**src/design/isaPkg.sv**
```systemverilog
package isaPkg;

  // word and field sizes
  localparam int DATA_W   = 16;  // data path and program counter
  localparam int OP_W     = 4;   // opcode field
  localparam int COND_W   = 3;   // branch condition field
  localparam int OFFSET_W = 9;   // signed word offset of B
  localparam int FLAG_W   = 3;   // {N, V, Z}

  // field positions inside an instruction word
  localparam int OP_LSB     = 12;  // bits 15..12
  localparam int COND_LSB   = 9;   // bits 11..9
  localparam int OFFSET_LSB = 0;   // bits 8..0

  // bit index of each flag in the flags vector
  localparam int FLAG_N = 2;
  localparam int FLAG_V = 1;
  localparam int FLAG_Z = 0;

  // control flow opcodes, everything below 12 is plain sequential code
  localparam logic [OP_W-1:0] OP_B   = 4'd12;  // pc-relative conditional branch
  localparam logic [OP_W-1:0] OP_BR  = 4'd13;  // register conditional branch
  localparam logic [OP_W-1:0] OP_PCS = 4'd14;  // pc save, reports condition only
  localparam logic [OP_W-1:0] OP_HLT = 4'd15;  // stop fetching

  // condition codes
  localparam logic [COND_W-1:0] COND_NE     = 3'd0;  // Z clear
  localparam logic [COND_W-1:0] COND_EQ     = 3'd1;  // Z set
  localparam logic [COND_W-1:0] COND_GT     = 3'd2;  // Z and N clear
  localparam logic [COND_W-1:0] COND_LT     = 3'd3;  // N set
  localparam logic [COND_W-1:0] COND_GE     = 3'd4;  // Z set or N clear
  localparam logic [COND_W-1:0] COND_LE     = 3'd5;  // N or Z set
  localparam logic [COND_W-1:0] COND_OVFL   = 3'd6;  // V set
  localparam logic [COND_W-1:0] COND_ALWAYS = 3'd7;  // unconditional

endpackage

```
**src/design/fetchPkg.sv**
```systemverilog
package fetchPkg;

  // credit flow toward decode
  localparam int                  CREDIT_W      = 3;     // counter holds 0..7
  localparam logic [CREDIT_W-1:0] FETCH_CREDITS = 3'd4;  // slots in the decode buffer

  // instruction memory geometry
  localparam int IMEM_DEPTH = 256;                 // words
  localparam int IMEM_AW    = $clog2(IMEM_DEPTH);  // 8 bit word address

  // host configuration map
  localparam int                CFG_AW     = 2;
  localparam logic [CFG_AW-1:0] CFG_FLAGS  = 2'd0;  // {N, V, Z} in bits 2..0
  localparam logic [CFG_AW-1:0] CFG_TARGET = 2'd1;  // BR destination
  localparam logic [CFG_AW-1:0] CFG_RUN    = 2'd2;  // run enable in bit 0
  localparam logic [CFG_AW-1:0] CFG_STATUS = 2'd3;  // read only

  localparam int RUN_BIT         = 0;  // run enable position
  localparam int STATUS_HALT_BIT = 0;  // halted position in status word

endpackage

```
**src/design/pcControl.sv**
```systemverilog
`timescale 1ns/1ps

// next pc resolution for one instruction, purely combinational
module pcControl (
  input  logic [isaPkg::DATA_W-1:0] pc,            // address of the instruction in hand
  input  logic [isaPkg::DATA_W-1:0] instr,         // raw instruction word
  input  logic [isaPkg::FLAG_W-1:0] flags,         // {N, V, Z}
  input  logic [isaPkg::DATA_W-1:0] branchTarget,  // register value used by BR
  output logic [isaPkg::DATA_W-1:0] nextPc,        // where fetch goes next
  output logic                      branchTaken    // condition met on B, BR or PCS
);
  import isaPkg::*;

  logic [OP_W-1:0]     opcode;
  logic [COND_W-1:0]   cond;
  logic [OFFSET_W-1:0] offset;
  logic                flagN;
  logic                flagV;
  logic                flagZ;
  logic [DATA_W-1:0]   pcPlus2;      // sequential successor
  logic [DATA_W-1:0]   offsetBytes;  // sign extended, scaled to bytes
  logic [DATA_W-1:0]   pcImm;        // B destination
  logic                condMet;
  logic                isBranchOp;

  // field split
  assign opcode = instr[OP_LSB +: OP_W];
  assign cond   = instr[COND_LSB +: COND_W];
  assign offset = instr[OFFSET_LSB +: OFFSET_W];

  assign flagN = flags[FLAG_N];
  assign flagV = flags[FLAG_V];
  assign flagZ = flags[FLAG_Z];

  // address arithmetic
  assign pcPlus2     = pc + DATA_W'(2);
  assign offsetBytes = {{(DATA_W-OFFSET_W-1){offset[OFFSET_W-1]}}, offset, 1'b0};  // word to byte
  assign pcImm       = pcPlus2 + offsetBytes;  // relative to the fall-through address

  // condition table against the current flags
  always_comb begin
    unique case (cond)
      COND_NE:     condMet = ~flagZ;
      COND_EQ:     condMet = flagZ;
      COND_GT:     condMet = ~flagZ & ~flagN;
      COND_LT:     condMet = flagN;
      COND_GE:     condMet = flagZ | ~flagN;
      COND_LE:     condMet = flagN | flagZ;
      COND_OVFL:   condMet = flagV;
      COND_ALWAYS: condMet = 1'b1;
    endcase
  end

  // destination select by opcode
  always_comb begin
    case (opcode)
      OP_B:    nextPc = condMet ? pcImm : pcPlus2;
      OP_BR:   nextPc = condMet ? branchTarget : pcPlus2;
      OP_HLT:  nextPc = pc;       // park on the halt itself
      default: nextPc = pcPlus2;  // PCS and all sequential opcodes
    endcase
  end

  // PCS reports the condition although it never redirects
  assign isBranchOp  = (opcode == OP_B) | (opcode == OP_BR) | (opcode == OP_PCS);
  assign branchTaken = isBranchOp & condMet;

endmodule

```
**src/design/fetchCtrlRegs.sv**
```systemverilog
`timescale 1ns/1ps

// host programmable registers that steer the fetch unit
module fetchCtrlRegs (
  input  logic                        clk,
  input  logic                        rstN,
  input  logic                        cfgWe,         // host write strobe
  input  logic [fetchPkg::CFG_AW-1:0] cfgAddr,
  input  logic [isaPkg::DATA_W-1:0]   cfgWdata,
  output logic [isaPkg::DATA_W-1:0]   cfgRdata,      // combinational readback
  input  logic                        halted,        // from fetch unit
  output logic [isaPkg::FLAG_W-1:0]   flags,         // {N, V, Z} for condition checks
  output logic [isaPkg::DATA_W-1:0]   branchTarget,  // BR destination
  output logic                        run,           // fetch enable
  output logic                        clearHalt      // one cycle pulse on run=1 write
);
  import isaPkg::*;
  import fetchPkg::*;

  logic flagsWe;
  logic targetWe;
  logic runWe;

  // address decode, the status address has no write path
  assign flagsWe  = cfgWe & (cfgAddr == CFG_FLAGS);
  assign targetWe = cfgWe & (cfgAddr == CFG_TARGET);
  assign runWe    = cfgWe & (cfgAddr == CFG_RUN);

  always_ff @(posedge clk or negedge rstN) begin
    if (!rstN) begin
      flags        <= '0;
      branchTarget <= '0;
      run          <= 1'b0;
    end else begin
      if (flagsWe)  flags        <= cfgWdata[FLAG_W-1:0];
      if (targetWe) branchTarget <= cfgWdata;
      if (runWe)    run          <= cfgWdata[RUN_BIT];
    end
  end

  // restart strobe, lands on the same edge as the run update
  assign clearHalt = runWe & cfgWdata[RUN_BIT];

  // readback mux
  always_comb begin
    cfgRdata = '0;
    case (cfgAddr)
      CFG_FLAGS:  cfgRdata[FLAG_W-1:0]      = flags;
      CFG_TARGET: cfgRdata                  = branchTarget;
      CFG_RUN:    cfgRdata[RUN_BIT]         = run;
      CFG_STATUS: cfgRdata[STATUS_HALT_BIT] = halted;
      default:    cfgRdata                  = '0;
    endcase
  end

  // a restart leaves fetch enabled on the next cycle
  restartEnablesRunAst: assert property (
    @(posedge clk) disable iff (!rstN)
    clearHalt |=> run
  ) else $error("run not set after a restart write");

endmodule

```
**src/design/instrMem.sv**
```systemverilog
`timescale 1ns/1ps

// word wide program store, host writes and fetch reads
module instrMem (
  input  logic                         clk,
  input  logic                         memWe,     // host load strobe
  input  logic [fetchPkg::IMEM_AW-1:0] memAddr,   // host word address
  input  logic [isaPkg::DATA_W-1:0]    memWdata,
  input  logic [fetchPkg::IMEM_AW-1:0] imemAddr,  // fetch word address
  output logic [isaPkg::DATA_W-1:0]    imemData   // same cycle read data
);
  import isaPkg::*;
  import fetchPkg::*;

  logic [DATA_W-1:0] mem [IMEM_DEPTH];  // loaded by the host before run

  // write port, visible to the reader after the edge
  always_ff @(posedge clk) begin
    if (memWe) begin
      mem[memAddr] <= memWdata;
    end
  end

  // asynchronous read port
  assign imemData = mem[imemAddr];

endmodule

```
**src/design/fetchUnit.sv**
```systemverilog
`timescale 1ns/1ps

// program counter, credit accounting and instruction issue toward decode
module fetchUnit (
  input  logic                         clk,
  input  logic                         rstN,
  input  logic                         run,           // fetch enable from host
  input  logic                         clearHalt,     // restart pulse
  output logic                         halted,        // set when HLT issues
  input  logic [isaPkg::FLAG_W-1:0]    flags,         // {N, V, Z}
  input  logic [isaPkg::DATA_W-1:0]    branchTarget,  // BR destination
  output logic [fetchPkg::IMEM_AW-1:0] imemAddr,      // word address into memory
  input  logic [isaPkg::DATA_W-1:0]    imemData,      // instruction at pc
  input  logic                         creditReturn,  // decode freed one slot
  output logic                         outValid,      // one cycle per issued instruction
  output logic [isaPkg::DATA_W-1:0]    outInstr,
  output logic [isaPkg::DATA_W-1:0]    outPc,
  output logic                         outBranch      // branchTaken of outInstr
);
  import isaPkg::*;
  import fetchPkg::*;

  logic [DATA_W-1:0]   pc;
  logic [DATA_W-1:0]   nextPc;       // resolved successor of pc
  logic                branchTaken;
  logic [CREDIT_W-1:0] creditCnt;    // free slots downstream
  logic                haveCredit;
  logic                issue;        // instruction leaves this cycle
  logic                isHlt;

  // byte pc to word index, bit 0 is always zero
  assign imemAddr = pc[IMEM_AW:1];

  assign haveCredit = (creditCnt != '0);
  assign issue      = run & ~halted & haveCredit;
  assign isHlt      = (imemData[OP_LSB +: OP_W] == OP_HLT);

  pcControl u_pcControl (
    .pc           (pc),
    .instr        (imemData),
    .flags        (flags),
    .branchTarget (branchTarget),
    .nextPc       (nextPc),
    .branchTaken  (branchTaken)
  );

  // program counter, holds while stalled or halted
  always_ff @(posedge clk or negedge rstN) begin
    if (!rstN) begin
      pc <= '0;
    end else if (issue) begin
      pc <= nextPc;
    end
  end

  // credit counter, spend and return may coincide
  always_ff @(posedge clk or negedge rstN) begin
    if (!rstN) begin
      creditCnt <= FETCH_CREDITS;
    end else begin
      case ({issue, creditReturn})
        2'b10:   creditCnt <= creditCnt - 1'b1;  // spend only
        2'b01:   creditCnt <= creditCnt + 1'b1;  // return only
        default: creditCnt <= creditCnt;         // idle or both
      endcase
    end
  end

  // halt state
  // a HLT issuing in the restart cycle wins over the clear
  always_ff @(posedge clk or negedge rstN) begin
    if (!rstN) begin
      halted <= 1'b0;
    end else if (issue && isHlt) begin
      halted <= 1'b1;
    end else if (clearHalt) begin
      halted <= 1'b0;
    end
  end

  always_ff @(posedge clk or negedge rstN) begin
    if (!rstN) begin
      outValid <= 1'b0;
    end else begin
      outValid <= issue;  // single cycle strobe per instruction
    end
  end

  // issued instruction and its context
  always_ff @(posedge clk) begin
    if (issue) begin
      outInstr  <= imemData;
      outPc     <= pc;
      outBranch <= branchTaken;
    end
  end

  // decode never returns more than it was given
  creditBoundAst: assert property (
    @(posedge clk) disable iff (!rstN)
    creditCnt <= FETCH_CREDITS
  ) else $error("credit count above FETCH_CREDITS");

  // each issue takes one credit unless a return lands on the same edge
  issueSpendsCreditAst: assert property (
    @(posedge clk) disable iff (!rstN)
    outValid && !$past(creditReturn) |-> creditCnt == $past(creditCnt) - 1'b1
  ) else $error("issue did not spend a credit");

endmodule

```
**src/design/fetchTop.sv**
```systemverilog
`timescale 1ns/1ps

// fetch front end: program store, host registers and fetch unit
module fetchTop (
  input  logic                         clk,
  input  logic                         rstN,
  input  logic                         memWe,         // program load
  input  logic [fetchPkg::IMEM_AW-1:0] memAddr,
  input  logic [isaPkg::DATA_W-1:0]    memWdata,
  input  logic                         cfgWe,         // register access
  input  logic [fetchPkg::CFG_AW-1:0]  cfgAddr,
  input  logic [isaPkg::DATA_W-1:0]    cfgWdata,
  output logic [isaPkg::DATA_W-1:0]    cfgRdata,
  input  logic                         creditReturn,  // from decode
  output logic                         outValid,      // toward decode
  output logic [isaPkg::DATA_W-1:0]    outInstr,
  output logic [isaPkg::DATA_W-1:0]    outPc,
  output logic                         outBranch
);
  import isaPkg::*;
  import fetchPkg::*;

  logic [FLAG_W-1:0]  flags;
  logic [DATA_W-1:0]  branchTarget;
  logic               run;
  logic               clearHalt;
  logic               halted;
  logic [IMEM_AW-1:0] imemAddr;
  logic [DATA_W-1:0]  imemData;

  instrMem u_instrMem (
    .clk      (clk),
    .memWe    (memWe),
    .memAddr  (memAddr),
    .memWdata (memWdata),
    .imemAddr (imemAddr),
    .imemData (imemData)
  );

  fetchCtrlRegs u_fetchCtrlRegs (
    .clk          (clk),
    .rstN         (rstN),
    .cfgWe        (cfgWe),
    .cfgAddr      (cfgAddr),
    .cfgWdata     (cfgWdata),
    .cfgRdata     (cfgRdata),
    .halted       (halted),
    .flags        (flags),
    .branchTarget (branchTarget),
    .run          (run),
    .clearHalt    (clearHalt)
  );

  fetchUnit u_fetchUnit (
    .clk          (clk),
    .rstN         (rstN),
    .run          (run),
    .clearHalt    (clearHalt),
    .halted       (halted),
    .flags        (flags),
    .branchTarget (branchTarget),
    .imemAddr     (imemAddr),
    .imemData     (imemData),
    .creditReturn (creditReturn),
    .outValid     (outValid),
    .outInstr     (outInstr),
    .outPc        (outPc),
    .outBranch    (outBranch)
  );

endmodule

```
**config.mk**
```make
export PLATFORM = sky130hd
export DESIGN_NAME = fetchTop
export DESIGN_NICKNAME = d
export VERILOG_FILES = /design/src/design/isaPkg.sv /design/src/design/fetchPkg.sv /design/src/design/pcControl.sv /design/src/design/fetchCtrlRegs.sv /design/src/design/instrMem.sv /design/src/design/fetchUnit.sv /design/src/design/fetchTop.sv
export SDC_FILE = /design/constraint.sdc
export NUM_CORES = 2
export LEC_CHECK = 0
export BUFFER_PORTS_ARGS = -buffer_cell sky130_fd_sc_hd__clkbuf_2
export CAP_MARGIN = 30
export CORE_ASPECT_RATIO = 2
export CORE_MARGIN = 2
export CORE_UTILIZATION = 57
export DETAILED_ROUTE_END_ITERATION = 6
export PLACE_DENSITY = 0.76
export SLEW_MARGIN = 20
export SYNTH_ARGS = -nofsm -noshare
export SYNTH_HDL_FRONTEND = slang
export SYNTH_SLANG_ARGS = --single-unit
```
**constraint.sdc**
```tcl
create_clock -name clk -period 6.9 [get_ports clk]
set_input_delay 0.69 -clock clk [delete_from_list [all_inputs] [get_ports clk]]
set_output_delay 0.69 -clock clk [all_outputs]
set_load 0.01 [all_outputs]
```
==> out/results.ini <==
[sta]
tightestPinTransition_ns = 1.34
report.final.slew_viol_count = 0
slew_headroom = 0.109
finalCritPeriodShare = 0.937
whs_ns = 0.0529
timing.setup.tns_ns = 0
setup_ws_ns = 0.433
max_freq_mhz = 155
skew_ns = 0.0442
min_period_ns = 6.47
rsz0062_at_grt = false
hold_viol = 0
final-setup-viol-count = 0

[logic_synthesis]
synth.cell_area_sq_um = 161000
ys_seq_elements = 4170
synth_flop_cell = edfxtp_1
synth_simple_gate_area_frac = 0.0152
yosys.area_share.adder = 0.00165
synth_compound_area_frac = 0.00948
synth-async-reset-ratio = 0.00983
synth_top_family_by_area = multiplexers
synth_xor_area_frac = 0.00157
synthDistinctLibCells = 65
ys_seq_area_frac = 0.778
synth_area_leaders = edfxtp_1, mux4_2, nor2_1, dfrtp_1, mux2i_1
synthCells = 6750
synth-edff-count = 4129
synth_area_leader_cell = edfxtp_1
yosys-mux-area-fraction = 0.183
yosys_warnings = 0
avgSynthCellArea_sq_um = 23.8
syn_nets = 6817
synth_top_area_frac = 0.771

[global_route]
grt_pass1_vias = 81100
overflow = 0
grt_pass1_wl_mm = 628
antenna_found_initial = 29
grt.total_usage = 0.316
grt_max_degree = 188

[clock_network]
cts_tree = yes
clk_latency_ns = 0.94
ctsHtreeMaxLevel = 5
post-cts-setup-buffers = 0
cts_made_buffers = 331
clock_sinks = 4170
root_buffer = clkbuf_16
clk_path_buf_depth = 4
path_clk_slew_ns = 0.07

[final_layout]
final_util = 0.643
area_growth_pct = 12.2
stdcell_count = 11400
final_cell_area_sq_um = 180000
layout.nets = 7380
drive_gt1_frac = 0.322

[worst_setup_path]
rr_startpoint = u_fetchUnit.pc[1]$_DFFE_PN0P_
endpoint_kind = flop
critical_path.max_fanout = 39
crit_required_ns = 7.72
crit_type = flop to flop
timing.rr.end = u_fetchUnit.pc[15]$_DFFE_PN0P_
startpoint_type = flop
rr_worst_depth = 17
arrival_ns = 7.29
rrSetupSlack_ns = 0.43

[floorplan]
boundaryPins = 97
die_area_sq_um = 287000
rows = 275
core_sq_um = 280000
initial_core_util = 0.573
die_w_um = 380
fp.dieH_um = 755

[hold_path]
min_path_type = input port to flop
min_from = cfgWdata[1]
hold_depth = 2
worst_hold_path.endpoint = u_fetchCtrlRegs.branchTarget[1]$_DFFE_PN0P_

[status]
outcome = complete, but fails checks
violations = design-rule violations

[place]
numPortBuffers = 96
hpwl_mm = 266
place_ws_ns = 0.524
dpl_cell_area_sq_um = 169000
gp_congestion = 0.919
dp.cells = 10700

[detailed_routing]
routed_wl_mm = 456
drc = 2
ant_nets = 0
via_per_inst = 7.05
vias = 80400
drtPass1Iterations = 7
routedWlPerCell_um = 40.0
drt-initial-drc-count = 12000

[pwr]
p_leak_nw = 56.0
power_mw = 69.5
ir_drop_mv = 0.321
p_per_area_nw_per_um2 = 386

[run]
cap_violations = 0

layout by cell type, fill, tap and decap left out, drive strengths merged, types with 31 or more instances in the layout:
master	instances
diode	76
bufinv	46
a21oi	31
nand3	56
nand2	113
mux2i	75
a22oi	54
dfrtp	40
buf	494
clkbuf	474
edfxtp	4129
nor2	295
clkinv	137
mux4	1258
inv	35
kinds of logic (layout without fill, tap and decap cells):
kind of cell / Yosys count / after routing
buffers and inverters: 394 / 1219
adder cells (fa/ha/maj): 20 / 20
multiplexers: 1362 / 1362
other: 0 / 76
XOR/XNOR: 28 / 28
AND/OR/NAND/NOR: 564 / 564
AO/OA/AOI/OAI: 212 / 212
flip-flops: 4170 / 4170
flip-flops by register name, indices dropped and copies added, names as in the netlist:
signal                        cells
u_fetchUnit.creditCnt             3
u_fetchCtrlRegs.branchTarget     16
u_fetchUnit.pc                   16
u_fetchCtrlRegs.flags             3
u_instrMem.mem                 4096
u_fetchUnit.outInstr             16
u_fetchUnit.outBranch             1
u_fetchCtrlRegs.run               1
u_fetchUnit.outPc                16
u_fetchUnit.outValid              1
u_fetchUnit.halted                1
worst max-delay path by stage:
stage	slack (ns)	from	endpoint
after CTS	0.47	u_fetchUnit.pc[1]$_DFFE_PN0P_	u_fetchUnit.pc[15]$_DFFE_PN0P_
after detailed placement	0.52	u_fetchUnit.pc[1]$_DFFE_PN0P_	u_fetchUnit.pc[15]$_DFFE_PN0P_
final	0.43	u_fetchUnit.pc[1]$_DFFE_PN0P_	u_fetchUnit.pc[15]$_DFFE_PN0P_
after floorplan	0.30	u_fetchUnit.pc[1]$_DFFE_PN0P_	u_fetchUnit.pc[15]$_DFFE_PN0P_
after global routing	0.21	u_fetchUnit.pc[1]$_DFFE_PN0P_	u_fetchUnit.pc[15]$_DFFE_PN0P_
after global placement	0.43	u_fetchUnit.pc[1]$_DFFE_PN0P_	u_fetchUnit.pc[15]$_DFFE_PN0P_
worst max-delay path, stage by stage, from the launching register on:
cell      delay, ns
dfrtp_4        0.55
buf_12         0.28
buf_12         0.36
buf_4          0.37
mux4_2         0.59
mux4_2         0.52
mux4_2         0.69
mux4_2         0.56
ha_1           0.33
a21boi_0       0.13
o21a_1         0.21
o21a_1         0.21
o2111a_1       0.26
or3_1          0.41
a41oi_1        0.27
xnor2_1        0.10
mux2_2         0.26
a32oi_1        0.19
layout make-up:
cell class / count / area [sq um]
Sequential cell: 4170 / 125000
Fill cell: 16900 / 100000
Multi-Input combinational cell: 2186 / 34100
Clock buffer: 380 / 8740
Timing Repair Buffer: 602 / 5240
Tap cell: 3739 / 4680
Clock inverter: 215 / 2330
Antenna cell: 76 / 190
Inverter: 22 / 95.1
timing repair:
item                                   in CTS  in global routing
endpoints found under the hold margin      53                  0
hold buffers                               14                  0
resized for setup                           0                  0
routing by layer:
layer  vias up  global-route usage  part of all wire
li1      30100                   -                 -
met1     42200               0.345              0.29
met2      6491               0.543              0.52
met3      1544              0.0586             0.092
met4        10               0.248             0.093
met5         -                   0           0.00014
synth_stat cells (16+ instances only):
cell and count:
nand4_1 17, inv_1 18, buf_2 122, xnor2_1 16, nand3_1 56, nor2_1 294
mux4_2 1258, mux2i_1 75, a221oi_1 16, nor2b_1 26, a22oi_1 54, buf_1 38
dfrtp_1 40, mux2_2 29, nand2_1 113, and2_1 18, buf_4 17, ha_1 18
clkbuf_1 177, o21ai_0 29, edfxtp_1 4129, a21oi_1 31
report_power, final:
| group | internal [mW] | switching, mW |
|---|---|---|
| logic | 9.09 | 12.1 |
| registers | 28.1 | 0.296 |
| clock network | 10.9 | 9.04 |
| total | 48.1 | 21.5 |
Power figures use the tool's default switching activity.
